==> config.mk <==
export PLATFORM = sky130hd
export DESIGN_NAME = node_reader
export DESIGN_NICKNAME = d
export VERILOG_FILES = /design/src/hw/mem_access_pkg.sv /design/src/hw/node_reader.sv
export SDC_FILE = /design/constraint.sdc
export NUM_CORES = 1
export LEC_CHECK = 0
export ABC_AREA = 1
export BUFFER_PORTS_ARGS = -buffer_cell sky130_fd_sc_hd__buf_4
export CAP_MARGIN = 20
export CORE_MARGIN = 8
export CORE_UTILIZATION = 41
export CTS_BUF_LIST = sky130_fd_sc_hd__clkbuf_4
export CTS_CLUSTER_DIAMETER = 30
export CTS_CLUSTER_SIZE = 8
export DETAILED_ROUTE_END_ITERATION = 10
export PLACE_DENSITY_LB_ADDON = 0.1
export SYNTH_ARGS = -nofsm -noshare
export SYNTH_HDL_FRONTEND = slang
export SYNTH_SLANG_ARGS = --single-unit
export TNS_END_PERCENT = 100
==> constraint.sdc <==
create_clock -name clk -period 1.9 [get_ports clk]
set_input_delay 0.19 -clock clk [delete_from_list [all_inputs] [get_ports clk]]
set_output_delay 0.19 -clock clk [all_outputs]
set_load 0.005 [all_outputs]
==> src/hw/mem_access_pkg.sv <==
package mem_access_pkg;

	// Node index split into page and slot
	typedef logic [19:0] page_t;
	typedef logic [8:0]  slot_t;

	typedef logic [1:0]  channel_t;    // Requester channel
	typedef logic [11:0] var_t;
	typedef logic [13:0] frame_t;      // 4 KB memory frame
	typedef logic [25:0] mem_addr_t;   // Byte address
	typedef logic [15:0] mem_word_t;
	typedef logic [95:0] node_data_t;

	typedef enum logic
	{
		fetch_node = 1'b0,
		get_var    = 1'b1
	} req_kind_t;

	typedef struct packed
	{
		req_kind_t kind;
		channel_t  channel;
		page_t     page;
		slot_t     slot;
	} node_req_t;

	typedef struct packed
	{
		channel_t   channel;
		node_data_t data;
	} node_result_t;

	// Low page bits pick the table slot, the rest is the tag
	localparam int PAGE_SLOT_BITS = 8;
	typedef logic [$bits(page_t)-PAGE_SLOT_BITS-1:0] page_tag_t;

	localparam int NODE_BEATS = 6;
	localparam int NODE_BYTES = 12;
	localparam int FRAME_SHIFT = 12;
	localparam int MAX_OUTSTANDING = 4;   // Nodes in flight plus queued results

	typedef logic [2:0] beat_count_t;

endpackage

==> src/hw/node_reader.sv <==
`timescale 1ns/10ps

module node_reader import mem_access_pkg::*; (
	input  logic        clk,
	input  logic        reset,
	input  mem_addr_t   cmd_addr,
	input  channel_t    cmd_channel,
	input  logic        cmd_valid,
	output logic        cmd_ready,
	input  logic        credit_ok,
	output mem_addr_t   mem_address,
	output logic        mem_read,
	output beat_count_t mem_burstcount,
	input  logic        mem_waitrequest,
	output logic        issued,
	output channel_t    issued_channel
);
	logic      busy_q;   // Burst waiting on the bus
	mem_addr_t addr_q;
	channel_t  chan_q;

	assign cmd_ready = !busy_q && credit_ok;

	always_ff @(posedge clk)
	begin
		if (cmd_valid && cmd_ready)
		begin
			addr_q <= cmd_addr;
			chan_q <= cmd_channel;
		end
	end

	always_ff @(posedge clk)
	begin
		if (reset)
			busy_q <= 1'b0;
		else if (cmd_valid && cmd_ready)
			busy_q <= 1'b1;
		else if (issued)
			busy_q <= 1'b0;
	end

	assign mem_read = busy_q;
	assign mem_address = addr_q;
	assign mem_burstcount = beat_count_t'(NODE_BEATS);

	assign issued = busy_q && !mem_waitrequest;   // Read accepted by memory
	assign issued_channel = chan_q;

	a_cmd_stable: assert property (@(posedge clk) disable iff (reset)
		mem_read && mem_waitrequest |=> mem_read && $stable(mem_address)
		&& $stable(mem_burstcount));

endmodule

==> results by group <==
Outcome
  • Run status: complete, no violations

Finish
  • FF/Latch Area: 861 sq um
  • Area Overhead vs Synth: 60.8%
  • # fillers: 167
  • Footprint of the multi-input gates: 41.3 sq um
  • Nets: 145
  • Share of cells above drive strength 1: 66.4%
  • ANT cells: 0

CTS
  • Num CTS Buffers: 5
  • CTS tree: yes
  • Clock tree buffer depth: 2
  • Post-CTS Setup Inserts: 0
  • H-tree Lvls: 2
  • CTS resizes: 0
  • Worst-skew pair later-pin latency: approximately 0.31 ns
  • Total clock sinks: 29
  • Hold buffer count at CTS: 1
  • Clock Tree Root: clkbuf_4
  • Clock slew at reported path FFs: 0.08 ns

Synthesis
  • Top FF cell, synth: edfxtp_1
  • XOR/XNOR Fraction of Synth Area: 0%
  • Seq/Total Area, Yosys: between 90% and 100%
  • #FFs+latches synth: 29
  • Mux share of post-synthesis cell area: 0%
  • Main combinational cell family by area after synthesis: buffers and inverters
  • Adder-Cell Fraction of Synth Area: 0%
  • Netlist cell types: 10
  • Compound-Gate Fraction of Synth Area: less than 1%
  • Asr flop ratio synth: 0%
  • Avg Cell Area, Syn: 22.2 sq um
  • Post-synth EDFFs: 28
  • Syn Inst Count: 42
  • Most numerous cell in the Yosys netlist: edfxtp_1
  • Synth top cells by count: edfxtp_1 (28), buf_4 (3), conb_1 (2), inv_1 (2), nor2_1 (2)
  • Top area cells in the synthesized netlist: edfxtp_1 (90%), buf_4 (2.4%), dfxtp_1 (2.1%), nand3_2 (1.1%), a21oi_2 (0.94%)
  • Mapped Area: 932 sq um
  • Yosys warns: 0
  • Cell taking the most area after synthesis: edfxtp_1
  • Area share of the largest cell type after synthesis: between 90% and 100%
  • Simple-Gate Fraction of Synth Area: 2.28%

Power
  • Logic pwr share: a little under a tenth
  • Clk pwr share: between 20% and 30%
  • Switching part of the total power: 18.5%
  • Overall power: 1.23 mW
  • Psw: between 0.2 and 0.25 mW
  • Peak supply drop: 0.519 mV
  • Sequential power share: 60.4%
  • P_int: around 1 mW
  • LEAKAGE: 0.654 nW
  • PD cells: between 800 and 900 nW/um^2

Setup path
  • RR Endpoint: mem_address[19]
  • R2R depth: 4
  • Maximum fanout along the worst path: 28
  • Flop-to-flop setup slack: 0.69 ns
  • R2R Path Start: mem_read
  • CP endpoint kind: flip-flop
  • CP required: 1.87 ns
  • WP data arrival: ~1.2 ns
  • Critical path class: reg2reg
  • Crit path launch type: flip-flop

STA
  • Endpoints failing setup: 0
  • RSZ-0062 raised after global routing: false
  • Setup WS post-layout: 0.689 ns
  • Fin. Hold Viols: 0
  • Fmax: 0.826 GHz
  • Setup TNS: 0 ns
  • Fin crit period: around 1.2 ns
  • Crit share post-route: 63.7%
  • Clk_skew: 0.0113 ns
  • Max-slew violations: 0

Hold path
  • Worst Min Path Start: cmd_channel[0]
  • Hold Crit Endpoint: issued_channel[0]
  • Hold depth: 1
  • Hold Path Class: in2reg

Detailed routing
  • Vias/cell: 4.16
  • DRC viols: 0
  • Metal-1 WL: 666 um
  • Top Layer Used: met4
  • Via count: slightly below 600
  • DRT iter0 DRCs: 8
  • Drt pass-1 iters: 3
  • Total Routed Length: 2.05 mm
  • Routed Antenna Nets: 0
  • Metal3 WL: 301 um
  • Met2 wire length: 1.05 mm
  • DR WL/cell: 14.5 um

Placed design
  • Pre-CTS WS: ~0.71 ns
  • Buffers on Ports: 63
  • Hpwl dp: 1.68 mm
  • GPL Wtd Cong: 0.657

Die
  • Cell row count: 17
  • Top Ports: 67
  • Die height: approximately 64 um
  • Die W: 63.7 um
  • Die area: 4060 sq um
  • Initial Util: between 40% and 50%
  • Placeable Area: roughly 2200 sq um

GRT
  • Gr ovfl total: 0
  • Largest net degree at the start of global routing: 29
  • First-pass GRT wire length: roughly 3.3 mm
  • GR Util All Layers: between 10% and 20%
  • Initial antenna violation count: 0
  • Vias in the first global route: 669

Job
  • Max-cap violations: 0
-- power by group through the flow --
stage,clock [mW],sequential (mW),combinational (mW)
after floorplan,0,0.760,0.0203
after global placement,0,0.755,0.117
after detailed placement,0,0.757,0.119
after CTS,0.386,0.742,0.121
after global routing,0.414,0.745,0.130
final,0.368,0.742,0.118
-- worst max-delay path by stage --
| stage | from | endpoint | slack [ns] | depth (start not counted) |
|---|---|---|---|---|
| global placement | mem_read | mem_address[13] | 0.74 | 4 |
| CTS | mem_read | mem_address[19] | 0.68 | 4 |
| finish | mem_read | mem_address[19] | 0.69 | 4 |
| detailed placement | mem_read | mem_address[13] | 0.71 | 4 |
| floorplan | mem_read | issued_channel[0] | 0.49 | 3 |
| global route | mem_read | mem_address[19] | 0.58 | 4 |
-- area by class of cell --
cell class / count / share of cell area [%]
timing repair buffer: 65 / 32.7
multi-input combinational: 8 / 2.75
clock buffer: 8 / 4.01
sequential: 29 / 57.4
inverter: 3 / 0.751
tap: 28 / 2.34
-- cell usage in the layout, fill, tap and decap left out --
cell type      instances
edfxtp_1              28
nand2_1                1
inv_2                  1
nor2_1                 2
dfxtp_1                1
clkbuf_4               8
inv_1                  2
dlygate4sd3_1          1
a21oi_2                1
nand3_2                1
conb_1                 3
buf_4                 64
-- registers in the layout, summed over array words and instances (netlist names) --
| signal | count |
|---|---|
| mem_read | 1 |
| mem_address | 26 |
| issued_channel | 2 |
-- logic make-up (layout without fill, tap and decap cells) --
kind of cell	count (synthesis)	after routing
DFF	29	29
other	2	3
AOI/OAI and AO/OA	1	1
buffers and inverters	6	76
and+or+nand+nor	4	4
-- per-layer routing --
layer  up-vias  track usage (%)
met2        43             17.7
met3         3             8.30
met4         0             5.85
met1       256             9.14
li1        285                -
met5         -                0
-- through the flow --
step / hold WS (ns) / instance area, sq um / instances / util (%)
6_report: 0.0481 / 1500 / 141 / 68.4
5_1_grt: 0.0111 / 1500 / 141 / 68.4
4_1_cts: 0.0248 / 1500 / 141 / 68.4
3_5_place_dp: 0.350 / 1430 / 132 / 65.2
3_3_place_gp: 0.351 / 1430 / 132 / 65.2
2_1_floorplan: 0.252 / 936 / 43 / -
-- worst max-delay path, cell delays in order, from the launching register on --
cell and delay (ns):
dfxtp_1 0.35, inv_2 0.07, nand3_2 0.07, inv_1 0.06
buf_4 0.32
(Power assumes the default switching activity.)
