--- config.mk ---
export PLATFORM = sky130hd
export DESIGN_NAME = response_collector
export DESIGN_NICKNAME = d
export VERILOG_FILES = /design/src/hw/mem_access_pkg.sv /design/src/hw/response_collector.sv
export SDC_FILE = /design/constraint.sdc
export NUM_CORES = 1
export LEC_CHECK = 0
export BUFFER_PORTS_ARGS = -buffer_cell sky130_fd_sc_hd__clkbuf_2
export CAP_MARGIN = 20
export CORE_ASPECT_RATIO = 0.6
export CORE_MARGIN = 2
export CORE_UTILIZATION = 60
export CTS_CLUSTER_SIZE = 28
export DETAILED_ROUTE_END_ITERATION = 16
export GPL_TIMING_DRIVEN = 0
export PLACE_DENSITY = 0.79
export SLEW_MARGIN = 20
export SYNTH_ARGS = -nofsm -noshare
export SYNTH_HDL_FRONTEND = slang
export SYNTH_SLANG_ARGS = --single-unit
--- constraint.sdc ---
create_clock -name clk -period 10.7 [get_ports clk]
set_input_delay 1.605 -clock clk [delete_from_list [all_inputs] [get_ports clk]]
set_output_delay 1.605 -clock clk [all_outputs]
set_load 0.05 [all_outputs]
--- src/hw/mem_access_pkg.sv ---
package mem_access_pkg;

	// Node index split into page and slot
	typedef logic [19:0] page_t;
	typedef logic [8:0]  slot_t;

	typedef logic [1:0]  channel_t;    // Requester channel
	typedef logic [11:0] var_t;
	typedef logic [13:0] frame_t;      // 4 KB memory frame
	typedef logic [25:0] mem_addr_t;   // Byte address
	typedef logic [15:0] mem_word_t;
	typedef logic [95:0] node_data_t;

	typedef enum logic
	{
		fetch_node = 1'b0,
		get_var    = 1'b1
	} req_kind_t;

	typedef struct packed
	{
		req_kind_t kind;
		channel_t  channel;
		page_t     page;
		slot_t     slot;
	} node_req_t;

	typedef struct packed
	{
		channel_t   channel;
		node_data_t data;
	} node_result_t;

	// Low page bits pick the table slot, the rest is the tag
	localparam int PAGE_SLOT_BITS = 8;
	typedef logic [$bits(page_t)-PAGE_SLOT_BITS-1:0] page_tag_t;

	localparam int NODE_BEATS = 6;
	localparam int NODE_BYTES = 12;
	localparam int FRAME_SHIFT = 12;
	localparam int MAX_OUTSTANDING = 4;   // Nodes in flight plus queued results

	typedef logic [2:0] beat_count_t;

endpackage

--- src/hw/response_collector.sv ---
`timescale 1ns/10ps

module response_collector import mem_access_pkg::*; (
	input  logic         clk,
	input  logic         reset,
	input  logic         issued,
	input  channel_t     issued_channel,
	input  mem_word_t    mem_readdata,
	input  logic         mem_readdatavalid,
	output logic         credit_ok,
	output node_result_t result,
	output logic         result_valid,
	input  logic         result_ready
);
	localparam int PTR_BITS = $clog2(MAX_OUTSTANDING);

	channel_t            chan_fifo [MAX_OUTSTANDING];   // Channels of bursts in flight
	logic [PTR_BITS-1:0] chan_wr;
	logic [PTR_BITS-1:0] chan_rd;
	logic [PTR_BITS:0]   chan_count;
	node_result_t        res_fifo [MAX_OUTSTANDING];
	logic [PTR_BITS-1:0] res_wr;
	logic [PTR_BITS-1:0] res_rd;
	logic [PTR_BITS:0]   res_count;
	logic [PTR_BITS+1:0] in_use;
	beat_count_t         beat;
	node_data_t          node_buf;
	node_data_t          node_next;
	logic                node_done;
	logic                res_pop;

	// Current beat merged into the partial node, low beat first
	always_comb
	begin
		node_next = node_buf;
		node_next[beat*16 +: 16] = mem_readdata;
	end

	assign node_done = mem_readdatavalid && beat == beat_count_t'(NODE_BEATS - 1);
	assign res_pop = result_valid && result_ready;

	always_ff @(posedge clk)
	begin
		if (issued)
			chan_fifo[chan_wr] <= issued_channel;
		if (node_done)
			res_fifo[res_wr] <= '{channel: chan_fifo[chan_rd], data: node_next};
		if (mem_readdatavalid)
			node_buf <= node_next;
	end

	always_ff @(posedge clk)
	begin
		if (reset)
		begin
			chan_wr <= '0;
			chan_rd <= '0;
			chan_count <= '0;
			res_wr <= '0;
			res_rd <= '0;
			res_count <= '0;
			beat <= '0;
		end
		else
		begin
			if (issued)
				chan_wr <= chan_wr + 1'b1;
			if (node_done)
			begin
				chan_rd <= chan_rd + 1'b1;
				res_wr <= res_wr + 1'b1;
			end
			if (res_pop)
				res_rd <= res_rd + 1'b1;
			chan_count <= chan_count + {{PTR_BITS{1'b0}}, issued} - {{PTR_BITS{1'b0}}, node_done};
			res_count <= res_count + {{PTR_BITS{1'b0}}, node_done} - {{PTR_BITS{1'b0}}, res_pop};
			if (mem_readdatavalid)
				beat <= node_done ? '0 : beat + 1'b1;
		end
	end

	assign result = res_fifo[res_rd];
	assign result_valid = res_count != '0;

	// A node holds its slot from issue until the result is taken
	assign in_use = {1'b0, chan_count} + {1'b0, res_count};
	assign credit_ok = in_use < (PTR_BITS + 2)'(MAX_OUTSTANDING);

	a_no_stray_beat: assert property (@(posedge clk) disable iff (reset)
		mem_readdatavalid |-> chan_count != '0);

endmodule

==> results of run 1 <==
-- synth_stat cells --
master / count / area share (%)
nor3_1: 2 / 0.051
buf_1: 1 / 0.019
buf_4: 1 / 0.038
nand4bb_1: 1 / 0.057
xor2_1: 3 / 0.13
nor4bb_1: 1 / 0.051
nor4_1: 1 / 0.032
fa_1: 2 / 0.20
edfxtp_1: 496 / 75
or4bb_1: 1 / 0.057
nor2_1: 16 / 0.30
nand2_1: 54 / 1.0
o31a_1: 1 / 0.044
dfxtp_1: 21 / 2.1
xnor2_1: 9 / 0.40
buf_2: 18 / 0.46
or4_1: 1 / 0.038
o21ai_0: 8 / 0.20
buf_6: 2 / 0.11
mux4_2: 100 / 11
and3_1: 2 / 0.063
mux2i_1: 2 / 0.10
o311ai_0: 1 / 0.044
nor2b_1: 4 / 0.13
a21oi_1: 2 / 0.051
mux2_2: 65 / 3.7
nand2b_4: 1 / 0.070
nand4b_1: 1 / 0.044
nor4b_4: 1 / 0.12
nand3_1: 2 / 0.051
or3_1: 1 / 0.032
nand4_1: 2 / 0.063
mux2_4: 10 / 0.76
and2_1: 24 / 0.76
buf_12: 1 / 0.10
clkbuf_1: 15 / 0.29
ha_1: 18 / 1.1
inv_1: 12 / 0.23
-- metal layers --
metal  global-route usage, %  routed length, microns  vias up  part of all wire (%)
met5                       0                       0        -                     0
met4                    5.89                     673        0                   1.7
met3                    3.99                    2980       52                   7.7
met2                    36.0                   18300      404                    47
met1                    35.6                   17000     4814                    44
li1                        -                       -     4007                     -
-- sequential cells by signal, indices dropped and copies added, names as in the netlist, 3 cells and up, named ones only --
register / count
res_count: 3
beat: 3
node_buf: 96
res_fifo: 392
chan_count: 3
chan_fifo: 8
-- where the power goes --
part | switching [uW] | total [uW] | internal (uW)
clock network | 697 | 1630 | 934
logic | 801 | 1170 | 370
registers | 20.5 | 2310 | 2290
total | 1520 | 5110 | 3590
-- per-stage QoR --
step | util (%) | hold WS (ps) | setup WS (ps)
floorplan | - | 467 | 5890
finish | 69.8 | 537 | 6030
global placement | 64.4 | 490 | 1810
detailed placement | 65.2 | 520 | 6600
global route | 69.8 | 563 | 5920
CTS | 69.8 | 532 | 6000
-- logic make-up after synthesis --
| group | Yosys count | synth area share, % |
|---|---|---|
| xor+xnor | 12 | 0.533 |
| simple gates | 115 | 2.95 |
| compound gates | 12 | 0.342 |
| flops | 517 | 77.6 |
| mux | 177 | 16.0 |
| fa+ha+maj | 20 | 1.34 |
| buf+inv | 50 | 1.24 |
-- worst register-to-register path: stages (launching register included) --
cell and delay [ps]:
dfxtp_1 420, buf_6 170, inv_1 70, ha_1 210, ha_1 380, or4bb_1 530, clkbuf_1 240, clkbuf_1 410
nand2_1 220, nand2_1 140
-- worst max path at each step --
stage	to	startpoint	cells past startpoint
after CTS	result[84]	register	5
after floorplan	res_fifo[0][0]$_DFFE_PP_	mem_readdatavalid	3
after global placement	res_fifo[2][70]$_DFFE_PP_	mem_readdatavalid	4
final	result[92]	register	5
after detailed placement	result[92]	register	5
after global routing	result[91]	register	5
-- final cells by class --
class                           count  area (sq um)
Clock buffer                       63          1320
Multi-Input combinational cell    336          4180
Buffer                             38           200
Clock inverter                     20           171
Timing Repair Buffer              130           847
Fill cell                        1985          9800
Tap cell                          424           531
Sequential cell                   517         15300
Inverter                           12          45.0
==> out/metrics.cfg, run 1 <==
[route]
via_count = 9277
post-route-drc-count = 0
first_pass_iters = 7
routed_via_density = 6.02
wire_per_inst_microns = 25.3
first_iter_violations = 996
routed_wl_microns = 39000
ant_nets = 0

[power_and_ir_drop]
vdd_ir_drop_max_mv = 0.177
power_density_nw_per_um2 = 226
cellLeakagePower_uw = 0.00759
p_total_uw = 5110

[floorplan]
start_util_pct = 60.9
num_rows = 51
ios = 123
die-height_microns = 144
die_x_microns = 238
core_sq_um = 32400
floorplan.die_area_sq_um = 34400

[global_route]
grt_pass1_vias = 9426
antenna_found_initial = 6
grt_pass1_wl_microns = 58100
grt_max_degree = 71
overflow = 0
grt_usage_pct = 23.3

[layout]
drive_gt1_share_pct = 35.8
area_growth_pct = 14.6
final_common_cell = edfxtp_1
antenna_cells = 0
final_cell_mix = edfxtp_1, clkbuf_2, mux4_2
nNetsFinal = 1124
finalNonFillerCells = 1540
stdcell_area_sq_um = 22600

[critical_path]
critPathMaxStageDelay_ps = 600
path_common_cell = clkbuf_1
crit_type = reg -> out
critical-path-top-delay-family = buffers and inverters
start_kind = register
slowest_stage = clkbuf_1
rr_startpoint = beat[0]$_SDFFE_PP0P_
timing.rr.end = res_fifo[3][88]$_DFFE_PP_
path_cells = buf_2 -> clkbuf_1 -> clkbuf_1 -> mux4_2 -> clkbuf_2
crit_required_ps = 9100
cp.arrival_ps = 3070
crit_buf_inv = 4
regToRegSetupSlack_ps = 7640
path_max_fanout = 10
end_kind = primary output
r2r_cells = 9

[worst_hold_path]
hp-class = reg -> reg
hold_path_end = res_wr[1]$_SDFFE_PP0P_
hp-start = res_wr[1]$_SDFFE_PP0P_
worstHoldPathCells = 2

[clock_network]
clk_pin_slew_ps = 60
clkSinkCount = 517
clockBufferDepth = 3
cts_max_level = 2
cts_resized = 0
cts_tree = done
cts_buffers = 46
postCtsSetupBuffers = 0
cts-root-buf = clkbuf_16
clk_latency_ps = 560
holdBufCountCts = 0

[yosys]
ys_types = 38
ys_seq_area_share_pct = 77.6
avgSynthCellArea_sq_um = 21.9
ys_warn_count = 0
syn_inst = 903
syn-cell-area_sq_um = 19700
ys_ff_latch = 517
synth_nets = 946

[placement]
placed_cell_area_sq_um = 21100
dp_hpwl_microns = 24300
dp_cells = 1457
portBuffers = 121
place.gp.congestion = 0.738

[sta]
final.setup.tns_ps = 0
fin_crit_sh_pct = 43.7
skew_ps = 17.5
final_hold_viol_count = 0
fmax_mhz = 214
rsz0062_at_grt = false
worst_pin_slew_ps = 986
slew_viol_final = 0
slew_headroom_pct = 33.4
min_period_ps = 4670
setup_violations = 0

[run]
cap_violations = 0

[run_status]
outcome = finished clean

(Power assumes the default switching activity.)
==> run 2, diff against run 1 <==
Settings changed: ABC_AREA set to 1.
Clock period 10.7 ns to 4.8 ns, I/O delays scaled along.
==> run 2 against run 1 <==
Worst hold slack worse by 150 ps; register-to-register slack worse by 6000 ps; clock skew is 5.6 ps lower; wire length is 32% higher; final cell count is 44% higher; largest cell class unchanged; largest power group unchanged.
==> out/metrics.cfg, run 2 <==
[run_status]
outcome = finished clean

[critical_path]
r2r_cells = 7  ; -2
crit_required_ps = 4080  ; -5020 ps
crit_type = reg -> out
path_max_fanout = 10  ; unchanged
start_kind = register
cp.arrival_ps = 2760  ; -310 ps
end_kind = primary output

[placement]
placed_cell_area_sq_um = 21900  ; +3.7%
portBuffers = 121  ; unchanged
pre_cts_ws_ps = 1350  ; -5250 ps
dp_cells = 2134  ; +46%
place.gp.congestion = 0.911  ; +23%
dp_hpwl_microns = 33400  ; +37%

[global_route]
antenna_found_initial = 1  ; -5
grt_pass1_wl_microns = 77100  ; +33%
grt_max_degree = 94  ; +32%
overflow = 0  ; unchanged
grt_usage_pct = 29.5  ; +6.2 points
grt_pass1_vias = 13055  ; +38%

[power_and_ir_drop]
internal_power_uw = 7950  ; +120%
p_comb_share_pct = 27.7  ; +4.8 points
cellLeakagePower_uw = 0.00847  ; +12%
sequentialPowerShare_pct = 41.9  ; -3.3 points
power_density_nw_per_um2 = 525  ; +130%
switchingPower_uw = 4350  ; +190%
switching_share_pct = 35.4  ; +5.7 points
vdd_ir_drop_max_mv = 0.329  ; +86%
power_frac_clock_pct = 30.4  ; -1.5 points
p_total_uw = 12300  ; +140%

[layout]
largest_register_ffs = 392  ; unchanged
finalNonFillerCells = 2217  ; +44%
num-fill-cells = 2235  ; +13%
stdcell_area_sq_um = 23400  ; +3.6%
multi_input_area_sq_um = 4210  ; +0.51%
nNetsFinal = 1766  ; +57%
final_cell_mix = edfxtp_1, nor2_1, o21ai_0
regMostFlops = res_fifo
area_growth_pct = 15.9
fin_util_pct = 70.1  ; +0.31 points
final_common_cell = edfxtp_1
antenna_cells = 0  ; unchanged
reg_top3 = res_fifo x392, node_buf x96, chan_fifo x8
drive_gt1_share_pct = 15.2  ; -21 points
register_area_sq_um = 15300  ; unchanged

[route]
via_count = 13459  ; +45%
ant_nets = 0  ; unchanged
routed_via_density = 6.07  ; +0.78%
first_iter_violations = 1761  ; +77%
first_pass_iters = 6  ; -1
wire_per_inst_microns = 23.3  ; -8.0%
routed_wl_microns = 51600  ; +32%
post-route-drc-count = 0  ; unchanged

[yosys]
ys_ff_latch = 517  ; unchanged
syn-cell-area_sq_um = 20200  ; +2.4%
synthTopCellsByArea = edfxtp_1, o21ai_0, nor2_1
avgSynthCellArea_sq_um = 13.2  ; -40%
ys_async_sr_fraction_pct = 0  ; unchanged
synth_top_area_share_pct = 73.7  ; -1.8 points
synth_common_cells = edfxtp_1, nor2_1, o21ai_0, nand2_1, o22ai_1
synth_nets = 1578  ; +67%
synth-edff-count = 496  ; unchanged
synth.most_common_cell = edfxtp_1
synthFlopType = edfxtp_1
ys_seq_area_share_pct = 75.8  ; -1.8 points
ys_warn_count = 0  ; unchanged
syn_inst = 1535  ; +70%
synth_area_leader_cell = edfxtp_1
ys_types = 32  ; -16%

[sta]
slew_viol_final = 0  ; unchanged
min_period_ps = 3480
setup_violations = 0  ; unchanged
timing.final.ws_setup_ps = 1320  ; -4700 ps
slew_headroom_pct = 36.0  ; +2.7 points
fin_crit_sh_pct = 72.4
fmax_mhz = 288
worst_pin_slew_ps = 949  ; -37.0 ps
skew_ps = 11.9  ; -5.63 ps
final_hold_viol_count = 0  ; unchanged
rsz0062_at_grt = false

[clock_network]
postCtsSetupBuffers = 0  ; unchanged
cts_resized = 0  ; unchanged
holdBufCountCts = 0  ; unchanged
cts_tree = done
clkSinkCount = 517  ; unchanged
clk_pin_slew_ps = 60  ; about the same
clk_latency_ps = 570  ; about the same
cts-root-buf = clkbuf_16
cts_max_level = 2  ; unchanged
clockBufferDepth = 3  ; unchanged
cts_buffers = 46  ; unchanged

[floorplan]
start_util_pct = 60.4  ; -0.43 points
core_sq_um = 33400  ; +3.2%
ios = 123  ; unchanged
die_x_microns = 241  ; +1.2%
floorplan.die_area_sq_um = 35200  ; +2.4%
die-height_microns = 146  ; +1.2%
num_rows = 52  ; +2.0%

[worst_hold_path]
hp-class = in -> reg
worstHoldPathCells = 1  ; -1

[run]
cap_violations = 0  ; unchanged

[run 2: changes by cell type after synthesis, moves of 23 or more]
cell and delta:
o21ai_0 +236, nand2_1 +121, nor2_1 +238, inv_1 +49, o22ai_1 +100, mux2_2 -65, mux4_2 -100, and2_1 -23
clkbuf_1 +28
[run 2: stage by stage]
| stage | hold WS (ps) | TNS (ps) |
|---|---|---|
| floorplan | 463 | -343630 |
| global placement | 483 | -2498280 |
| detailed placement | 497 | 0 |
| CTS | 372 | 0 |
| global route | 383 | 0 |
| finish | 387 | 0 |
[run 2: power by group through the flow]
stage | clock network, uW | registers, uW | logic [uW]
after floorplan | 0 | 5230 | 2380
after global placement | 0 | 5240 | 3280
after detailed placement | 0 | 5240 | 3350
after CTS | 3760 | 5140 | 3380
after global routing | 3940 | 5150 | 3590
final | 3740 | 5150 | 3400
[run 2: cell type report]
cell class                 instances  share of cell area (%)
inverter                          66                    1.07
tap                              459                    2.45
sequential                       517                    65.4
multi-input combinational        866                    17.9
clock inverter                    26                    1.13
clock buffer                      57                    5.36
timing repair buffer             140                    4.66
buffer                            86                    2.03
[run 2: metal layers]
metal	vias to the layer above	share of wire, %	track usage [%]
met5	-	0	0
met4	0	2.9	9.41
met3	107	11	5.75
met2	871	46	45.3
met1	6557	40	43.2
li1	5924	-	-
[run 2: worst paths after layout]
kind,end,start,slack (ps)
max,result[83],register,1320
min,chan_fifo[3][1]$_DFFE_PP_,issued_channel[1],390
max reg2reg,res_fifo[0][31]$_DFFE_PP_,beat[0]$_SDFFE_PP0P_,1630
min reg2reg,res_rd[1]$_SDFFE_PP0P_,res_rd[1]$_SDFFE_PP0P_,510
[run 2: critical path, stage by stage (launching register included)]
cell      delay (ps)
dfxtp_1          300
buf_4            200
inv_2            280
buf_6            200
clkbuf_1         400
o21ai_0          190
o22ai_1          260
clkbuf_2         340
[run 2: cell families (layout without fill, tap and decap cells)]
family | after synthesis | in the layout | share of synthesized area (%)
buffers and inverters | 152 | 375 | 3.59
AO/OA/AOI/OAI | 374 | 374 | 9.95
XOR/XNOR | 4 | 4 | 0.173
flip-flops | 517 | 517 | 75.8
AND/OR/NAND/NOR | 468 | 468 | 9.22
adder cells (fa/ha/maj) | 20 | 20 | 1.31
