--- config.mk ---
export PLATFORM = sky130hd
export DESIGN_NAME = host_port
export DESIGN_NICKNAME = d
export VERILOG_FILES = /design/src/hw/mem_access_pkg.sv /design/src/hw/host_regs_pkg.sv /design/src/hw/host_port.sv
export SDC_FILE = /design/constraint.sdc
export NUM_CORES = 1
export LEC_CHECK = 0
export ABC_AREA = 1
export BUFFER_PORTS_ARGS = -buffer_cell sky130_fd_sc_hd__buf_2
export CORE_MARGIN = 1
export CORE_UTILIZATION = 46
export CTS_BUF_LIST = sky130_fd_sc_hd__clkbuf_4 sky130_fd_sc_hd__clkbuf_8
export CTS_CLUSTER_DIAMETER = 50
export DETAILED_ROUTE_END_ITERATION = 7
export PLACE_DENSITY = 0.89
export SLEW_MARGIN = 25
export SYNTH_ARGS = -nofsm -noshare
export SYNTH_HDL_FRONTEND = slang
export SYNTH_SLANG_ARGS = --single-unit
--- constraint.sdc ---
create_clock -name clk -period 1.4 [get_ports clk]
set_input_delay 0.28 -clock clk [delete_from_list [all_inputs] [get_ports clk]]
set_output_delay 0.28 -clock clk [all_outputs]
set_load 0.005 [all_outputs]
--- src/hw/mem_access_pkg.sv ---
package mem_access_pkg;

	// Node index split into page and slot
	typedef logic [19:0] page_t;
	typedef logic [8:0]  slot_t;

	typedef logic [1:0]  channel_t;    // Requester channel
	typedef logic [11:0] var_t;
	typedef logic [13:0] frame_t;      // 4 KB memory frame
	typedef logic [25:0] mem_addr_t;   // Byte address
	typedef logic [15:0] mem_word_t;
	typedef logic [95:0] node_data_t;

	typedef enum logic
	{
		fetch_node = 1'b0,
		get_var    = 1'b1
	} req_kind_t;

	typedef struct packed
	{
		req_kind_t kind;
		channel_t  channel;
		page_t     page;
		slot_t     slot;
	} node_req_t;

	typedef struct packed
	{
		channel_t   channel;
		node_data_t data;
	} node_result_t;

	// Low page bits pick the table slot, the rest is the tag
	localparam int PAGE_SLOT_BITS = 8;
	typedef logic [$bits(page_t)-PAGE_SLOT_BITS-1:0] page_tag_t;

	localparam int NODE_BEATS = 6;
	localparam int NODE_BYTES = 12;
	localparam int FRAME_SHIFT = 12;
	localparam int MAX_OUTSTANDING = 4;   // Nodes in flight plus queued results

	typedef logic [2:0] beat_count_t;

endpackage

--- src/hw/host_regs_pkg.sv ---
package host_regs_pkg;

	import mem_access_pkg::*;

	typedef logic        reg_addr_t;
	typedef logic [31:0] reg_data_t;

	localparam reg_addr_t REG_PAGE_SELECT = 1'b0;   // Write page, read slot tag
	localparam reg_addr_t REG_PAGE_INFO = 1'b1;     // Write info and commit, read pending request

	// Lives in the low 28 bits of a REG_PAGE_INFO write
	typedef struct packed
	{
		frame_t frame;
		var_t   variable;
		logic   frame_valid;
		logic   var_valid;
	} page_info_t;

	typedef struct packed
	{
		page_tag_t  tag;
		page_info_t info;
	} page_entry_t;

endpackage

--- src/hw/host_port.sv ---
`timescale 1ns/10ps

module host_port import mem_access_pkg::*, host_regs_pkg::*; (
	input  logic                      clk,
	input  logic                      reset,
	input  reg_addr_t                 host_addr,
	input  logic                      host_write,
	input  reg_data_t                 host_writedata,
	input  logic                      host_read,
	output reg_data_t                 host_readdata,
	output logic                      host_readdatavalid,
	input  page_t                     miss_page,
	input  logic                      miss_set,
	output logic                      irq,
	output logic [PAGE_SLOT_BITS-1:0] table_slot,
	output page_entry_t               table_entry,
	output logic                      table_we,
	output logic                      commit,
	input  page_tag_t                 table_tag
);
	page_t     select_q;    // Page chosen by REG_PAGE_SELECT
	reg_data_t pending_q;   // Missing page above the pending flag
	reg_addr_t read_addr_q;
	logic      info_write;

	assign info_write = host_write && host_addr == REG_PAGE_INFO;

	assign table_slot = select_q[PAGE_SLOT_BITS-1:0];
	assign table_entry = '{
		tag:  select_q[$bits(page_t)-1:PAGE_SLOT_BITS],
		info: page_info_t'(host_writedata[$bits(page_info_t)-1:0])
	};
	assign table_we = info_write;
	assign commit = info_write;   // Info write also acknowledges the miss
	assign irq = pending_q[0];

	always_ff @(posedge clk)
	begin
		if (reset)
		begin
			select_q <= '0;
			pending_q <= '0;
			read_addr_q <= REG_PAGE_SELECT;
			host_readdatavalid <= 1'b0;
		end
		else
		begin
			if (host_write && host_addr == REG_PAGE_SELECT)
				select_q <= host_writedata[$bits(page_t)-1:0];
			if (miss_set)
				pending_q <= reg_data_t'({miss_page, 1'b1});
			else if (commit)
				pending_q[0] <= 1'b0;
			read_addr_q <= host_addr;
			host_readdatavalid <= host_read;   // Fixed one cycle read latency
		end
	end

	// Tag comes from the table's registered host port
	assign host_readdata = (read_addr_q == REG_PAGE_SELECT) ? reg_data_t'(table_tag) : pending_q;

	// A new miss must not overwrite one that is still pending
	a_one_miss_pending: assert property (@(posedge clk) disable iff (reset)
		miss_set |-> !irq);

endmodule

==> results of run 1 <==
## power groups by stage
stage          registers [mW]  logic [mW]  clock network, mW
2_1_floorplan            1.37       0.322                  0
3_3_place_gp             1.37       0.463                  0
3_5_place_dp             1.37       0.475                  0
4_1_cts                  1.35       0.492               1.16
5_1_grt                  1.36       0.567               1.20
6_report                 1.35       0.502               1.13
## area by class of cell
class,count,area [um^2]
clock inverters,3,67.6
fillers,419,1630
clock buffers,5,68.8
well taps,52,65.1
flip-flops and latches,43,865
repair buffers,130,746
inverters,47,176
multi-input cells,190,825
## cells by family after synthesis
family,synth area share [%]
AOI/OAI and AO/OA,7.57
buffers and inverters,26.4
DFF,39.5
other,0.172
and+or+nand+nor,26.4
## metal layers
metal  global-route usage, %  vias to the layer above
met5                       0                        -
met1                    19.2                      939
met2                    36.5                       89
met4                    6.89                        0
li1                        -                     1100
met3                    4.27                        5
## sequential cells by signal, summed over array words and instances (netlist names)
signal	cells
read_addr_q	1
select_q	20
host_readdatavalid	1
pending_q	21
## synthesized netlist by cell type
master | instances | area, um^2
clkbuf_2 | 2 | 10.0
nand3_1 | 20 | 100
conb_1 | 1 | 3.75
o21ai_1 | 21 | 105
nand2_1 | 43 | 161
inv_2 | 3 | 11.3
buf_4 | 43 | 323
dfxtp_1 | 43 | 861
nor2_1 | 82 | 308
nor2_2 | 1 | 6.26
a21oi_1 | 1 | 5.00
o21ai_0 | 11 | 55.1
buf_6 | 1 | 11.3
buf_2 | 11 | 55.1
inv_1 | 44 | 165
## through the flow
step	instance area (um^2)	hold slack (ns)	util (%)	setup slack, ns	setup TNS (ns)
after CTS	2760	0.171	62.2	-0.0136	-0.0352
after floorplan	2220	0.349	-	0.439	0
final	2810	0.183	63.3	0.0101	0
after global placement	2580	0.457	58.0	0.323	0
after detailed placement	2580	0.469	58.0	0.283	0
after global routing	2810	0.180	63.3	-0.0405	-0.420
## worst register-to-register path: stages, from the launching register on
cell and delay (ns):
dfxtp_1 0.34, o21ai_0 0.15, nor2_1 0.05
## worst min path at each step
| stage | startpoint | endpoint | cells past startpoint |
|---|---|---|---|
| floorplan | reset | pending_q[0]$_SDFFE_PP0P_ | 1 |
| CTS | host_read | host_readdatavalid$_SDFF_PP0_ | 3 |
| global placement | select_q[11]$_SDFFE_PP0P_ | select_q[11]$_SDFFE_PP0P_ | 2 |
| finish | host_read | host_readdatavalid$_SDFF_PP0_ | 3 |
| detailed placement | select_q[8]$_SDFFE_PP0P_ | select_q[8]$_SDFFE_PP0P_ | 2 |
| global route | host_read | host_readdatavalid$_SDFF_PP0_ | 3 |
## what timing repair did
action                     in CTS  in global routing
gates cloned                    1                  1
pin swaps                       0                  2
hold buffers                    0                  0
gates resized for setup         8                 10
setup endpoints to repair       8                 13
==> metrics.md, run 1 <==
| Metric | Value |
|---|---|
| Post-synthesis sequential area ratio | 39.5% |
| Detail-routed via count per cell | around 4.5 |
| CTS tree | yes |
| Final min period | 1.39 ns |
| Initial DRC Count | 100 |
| Total Routing Usage GR | 18.7% |
| Metal-1 WL | 1.92 mm |
| P_sw | 0.719 mW |
| CTS root buf | clkbuf_8 |
| Worst EP required | roughly 1.1 ns |
| Met3 WL | between 300 and 400 um |
| Top Metal Used | met4 |
| Post-synthesis cell type count | 15 |
| N_diodes | 0 |
| Final period util | 99.3% |
| Drt first pass iters | 7 |
| Startpoint types | flop |
| Gate power share | 16.8% |
| Critical path endpoint | host_readdata[10] |
| Grt ovf | 0 |
| RSZ-0062 raised after global routing | yes |
| Crit. End Element | output pin |
| Clock power share | 37.9% |
| Critical Path Max Stage Delay | roughly 0.38 ns |
| Worst Setup SP | read_addr_q$_SDFF_PP0_ |
| Hold Path Class | primary input to flop |
| Core area | 4440 um^2 |
| Worst R2R End | pending_q[3]$_SDFFE_PP0P_ |
| Cell Chain, Critical Path | clkbuf_16 -> o21ai_2 -> buf_2 |
| Yosys reg bits | between 40 and 50 |
| I/O Pins | approximately 150 |
| Initial antenna violation count | 0 |
| Setup Buffers After CTS | 0 |
| Flop-to-flop setup slack | 0.76 ns |
| Pin count of the biggest net entering global routing | 22 |
| CP Buf/Inv Count | 2 |
| Critical path class | flop to output pin |
| DR DRC count | 20 |
| Final std cells w/o fill | 470 |
| Final hold violations | 0 |
| DR vias | 2133 |
| Synth Warn # | 0 |
| Die X | 70.9 um |
| Final setup skew | 0 ns |
| Max-cap viol count | 0 |
| Global-route wire length before repair | 7.55 mm |
| Post-Synthesis Cells | 327 |
| GPL Wtd Cong | 0.717 |
| Placed insts | 460 |
| Detailed Place HPWL | 3.45 mm |
| Top delay family on crit path | flip-flops |
| Clock slew seen by the registers of the worst setup and hold paths | 0.09 ns |
| PortBufs | 122 |
| Total routed wirelength | 4.76 mm |
| R2R cell count | 2 |
| Vias in the first global route | 1863 |
| Total CTS buffers | 5 |
| Violated checks | design-rule violations |
| FP Rows | 24 |
| Int Pwr | ~2.3 mW |
| Max-slew violation count | 0 |
| H-tree Lvls | 2 |
| Nets | 487 |
| Drt wl/cell | just over 10 um |
| Starting Density | 49.1% |
| Commonest cells after routing, fill and taps aside | buf_2, nor2_1, inv_1 |
| Layout cells sized above 1 | 37.1% |
| Fmax | slightly above 700 MHz |
| RR Startpoint | pending_q[3]$_SDFFE_PP0P_ |
| Arrival @ worst endpoint | 1.11 ns |
| Routed wire length on met2 | roughly 2.5 mm |
| Worst path depth | 3 |
| Commonest non-fill, non-tap cell in the layout | buf_2 |
| Power Dens Cells | roughly 1100 nW/um^2 |
| Sequential group share of total power | 45.3% |
| Mapped Avg Cell Area | 6.67 um^2 |
| Leakage | 1.67 nW |
| Worst-case clock buffer depth | 2 |
| Remaining antenna violation count | 0 |
| Final Setup Violations | 0 |
| Outcome | finished with violations |
| Switching Share | 24.1% |
| Final Power | 2.98 mW |
| Clock latency on the worst-skew pair | 0.29 ns |
| Die Span Y | between 70 and 80 um |
| Worst ir drop on vdd | 0.766 mV |
| Post-synthesis cell area | roughly 2200 um^2 |
| Slowest CP cell | dfxtp_4 |
| Maximum fanout along the worst path | 8 |
| Layout area overhead | 29.0% |
| TritonCTS Sinks | 43 |
| Die area | roughly 5000 um^2 |
Note: power is estimated with default switching activity, not from simulation.
==> run 2: changes to the inputs <==
--- a/config.mk
+++ b/config.mk
@@ -8,11 +8,11 @@
 export ABC_AREA = 1
 export BUFFER_PORTS_ARGS = -buffer_cell sky130_fd_sc_hd__buf_2
 export CORE_MARGIN = 1
-export CORE_UTILIZATION = 46
+export CORE_UTILIZATION = 40
 export CTS_BUF_LIST = sky130_fd_sc_hd__clkbuf_4 sky130_fd_sc_hd__clkbuf_8
 export CTS_CLUSTER_DIAMETER = 50
 export DETAILED_ROUTE_END_ITERATION = 7
-export PLACE_DENSITY = 0.89
+export PLACE_DENSITY = 0.78
 export SLEW_MARGIN = 25
 export SYNTH_ARGS = -nofsm -noshare
 export SYNTH_HDL_FRONTEND = slang
==> constraint.sdc (replaced) <==
create_clock -name clk -period 1.4 [get_ports clk]
set_input_delay 0.28 -clock clk [delete_from_list [all_inputs] [get_ports clk]]
set_output_delay 0.28 -clock clk [all_outputs]
set_load 0.02 [all_outputs]
==> metrics.md, run 2 (synthesis gave the netlist of run 1 again) <==
| Metric | Value |
|---|---|
| Drt first pass iters | 4 (-3) |
| Worst EP required | 1.12 ns (about the same) |
| Switching Share | 28.8% (+4.6 points) |
| Crit. End Element | output pin |
| Global-route wire length before repair | 7.71 mm (+2.1%) |
| Clock slew seen by the registers of the worst setup and hold paths | 0.08 ns (about the same) |
| P_sw | 0.874 mW (+22%) |
| Grt ovf | 0 (unchanged) |
| Final std cells w/o fill | 489 (+4.0%) |
| I/O Pins | 154 (unchanged) |
| Clock latency on the worst-skew pair | 0.29 ns (about the same) |
| Die area | 5750 um^2 (+15%) |
| Worst-case clock buffer depth | 2 (unchanged) |
| Arrival @ worst endpoint | 1.19 ns (+0.08 ns) |
| GR Util met1 | 19.6% (+0.33 points) |
| Layout area overhead | 35.8% |
| Layout cells sized above 1 | 39.4% (+2.3 points) |
| Drt wl/cell | 10.7 um (+5.4%) |
| Worst ir drop on vdd | 0.567 mV (-26%) |
| Critical path class | flop to output pin |
| CTS root buf | clkbuf_8 |
| Final setup skew | 0 ns (unchanged) |
| PortBufs | 122 (unchanged) |
| Die X | 75.8 um (+7.0%) |
| Max-cap viol count | 0 (unchanged) |
| Core Util, Final | 57.3% (-6.0 points) |
| Setup Buffers After CTS | 0 (unchanged) |
| Die Span Y | 75.8 um (+7.0%) |
| Met2 GRT Util | 32.4% (-4.1 points) |
| Pin count of the biggest net entering global routing | 41 (+86%) |
| Total CTS buffers | 5 (unchanged) |
| Met3 Usage GRT | 3.70% (-0.57 points) |
| GPL Wtd Cong | 0.699 (-2.5%) |
| Final Cell Area | 2960 um^2 (+5.3%) |
| Final min period | 1.47 ns (+0.0785 ns) |
| Vias in the first global route | 1825 (-2.0%) |
| Leakage | 1.71 nW (+2.2%) |
| CTS tree | yes |
| Detail-routed via count per cell | 4.44 (-2.3%) |
| Outcome | finished with violations |
| Hold buffer count at CTS | 0 (unchanged) |
| Startpoint types | flop |
| Post-Place Cell Area | 2590 um^2 (+0.39%) |
| Maximum fanout along the worst path | 8 (unchanged) |
| Hold Crit Depth | 3 (unchanged) |
| DR DRC count | 0 (-100%) |
| Total routed wirelength | 5.22 mm (+9.7%) |
| Total Routing Usage GR | 17.5% (-1.2 points) |
| Final hold violations | 0 (unchanged) |
| FP Rows | 26 (+8.3%) |
| Clock power share | 32.5% (-5.4 points) |
| Setup ws final | -0.0684 ns (-0.0785 ns) |
| RSZ-0062 raised after global routing | yes |
| Int Pwr | 2.17 mW (-4.2%) |
| Most Crowded Layer GR | met2 |
| Commonest non-fill, non-tap cell in the layout | buf_2 |
| Core area | 5170 um^2 (+16%) |
| Hold Path Class | primary input to flop |
| Final period util | 105% (+5.6 points) |
| Max-slew violation count | 0 (unchanged) |
| Commonest cells after routing, fill and taps aside | buf_2, nor2_1, dfxtp_1 |
| TritonCTS Sinks | 43 (unchanged) |
| DR vias | 2169 (+1.7%) |
| Reg with most FFs | pending_q |
| Biggest regs | pending_q x21, select_q x20 |
| R2R cell count | 2 (unchanged) |
| Power Dens Cells | 1030 nW/um^2 (-3.1%) |
| Final Setup Violations | 15 (+15) |
| Initial DRC Count | 73 (-27%) |
| FILL cells | 487 (+16%) |
| Gate power share | 22.9% (+6.1 points) |
| Remaining antenna violation count | 0 (unchanged) |
| Sequential group share of total power | 44.6% (-0.7 points) |
| N_diodes | 0 (unchanged) |
| Starting Density | 42.2% (-6.9 points) |
| H-tree Lvls | 2 (unchanged) |
| Max reg flops | 21 (unchanged) |
| Nets | 488 (+0.21%) |
| Initial antenna violation count | 0 (unchanged) |
| Fmax | 681 MHz (-5.3%) |
| Violated checks | negative setup slack |
| Placed insts | 478 (+3.9%) |
| Detailed Place HPWL | 3.39 mm (-1.7%) |
## run 2: area by class of cell
type / instances / area [um^2] / share of cell area (%)
flip-flops and latches: 43 / 865 / 29.2
multi-input cells: 190 / 860 / 29.0
repair buffers: 131 / 856 / 28.9
inverters: 47 / 176 / 5.96
well taps: 70 / 87.6 / 2.96
clock buffers: 6 / 82.6 / 2.79
clock inverters: 2 / 35.0 / 1.18
## run 2: layer usage
metal	share of wire (%)	wire length (um)
met2	51	2680
met1	40	2110
met3	6.7	352
met5	0	0
met4	1.4	74
## run 2: power groups by stage
| stage | combinational [mW] | sequential [mW] | clock (mW) |
|---|---|---|---|
| 2_1_floorplan | 0.438 | 1.42 | 0 |
| 3_3_place_gp | 0.609 | 1.37 | 0 |
| 3_5_place_dp | 0.619 | 1.37 | 0 |
| 4_1_cts | 0.661 | 1.35 | 1.02 |
| 5_1_grt | 0.775 | 1.37 | 1.07 |
| 6_report | 0.697 | 1.36 | 0.988 |
## run 2: worst max-delay path: stages, from the launching register on
cell and delay, ns:
dfxtp_4 0.43, clkbuf_16 0.19, nand2_2 0.06, o21ai_1 0.07, buf_4 0.15
## run 2: what timing repair did
item,4_1_cts,5_1_grt
pin swaps,0,5
endpoints found under the setup margin,12,21
gates cloned,1,2
resized for setup,25,39
## run 2: final timing paths
check                             start                             to  slack [ns]
max              read_addr_q$_SDFF_PP0_               host_readdata[4]       -0.07
min                           host_read  host_readdatavalid$_SDFF_PP0_        0.20
max reg2reg  pending_q[20]$_SDFFE_PP0P_     pending_q[20]$_SDFFE_PP0P_        0.72
min reg2reg   select_q[18]$_SDFFE_PP0P_      select_q[18]$_SDFFE_PP0P_        0.48
## run 2: stage by stage
stage / TNS [ns] / hold slack (ns) / power (mW) / worst slack [ns]
after floorplan: 0 / 0.349 / 1.86 / 0.294
after CTS: -0.153 / 0.186 / 3.03 / -0.0339
after detailed placement: 0 / 0.467 / 1.99 / 0.269
final: -0.365 / 0.196 / 3.04 / -0.0684
after global placement: 0 / 0.458 / 1.98 / 0.279
after global routing: -1.62 / 0.195 / 3.21 / -0.115
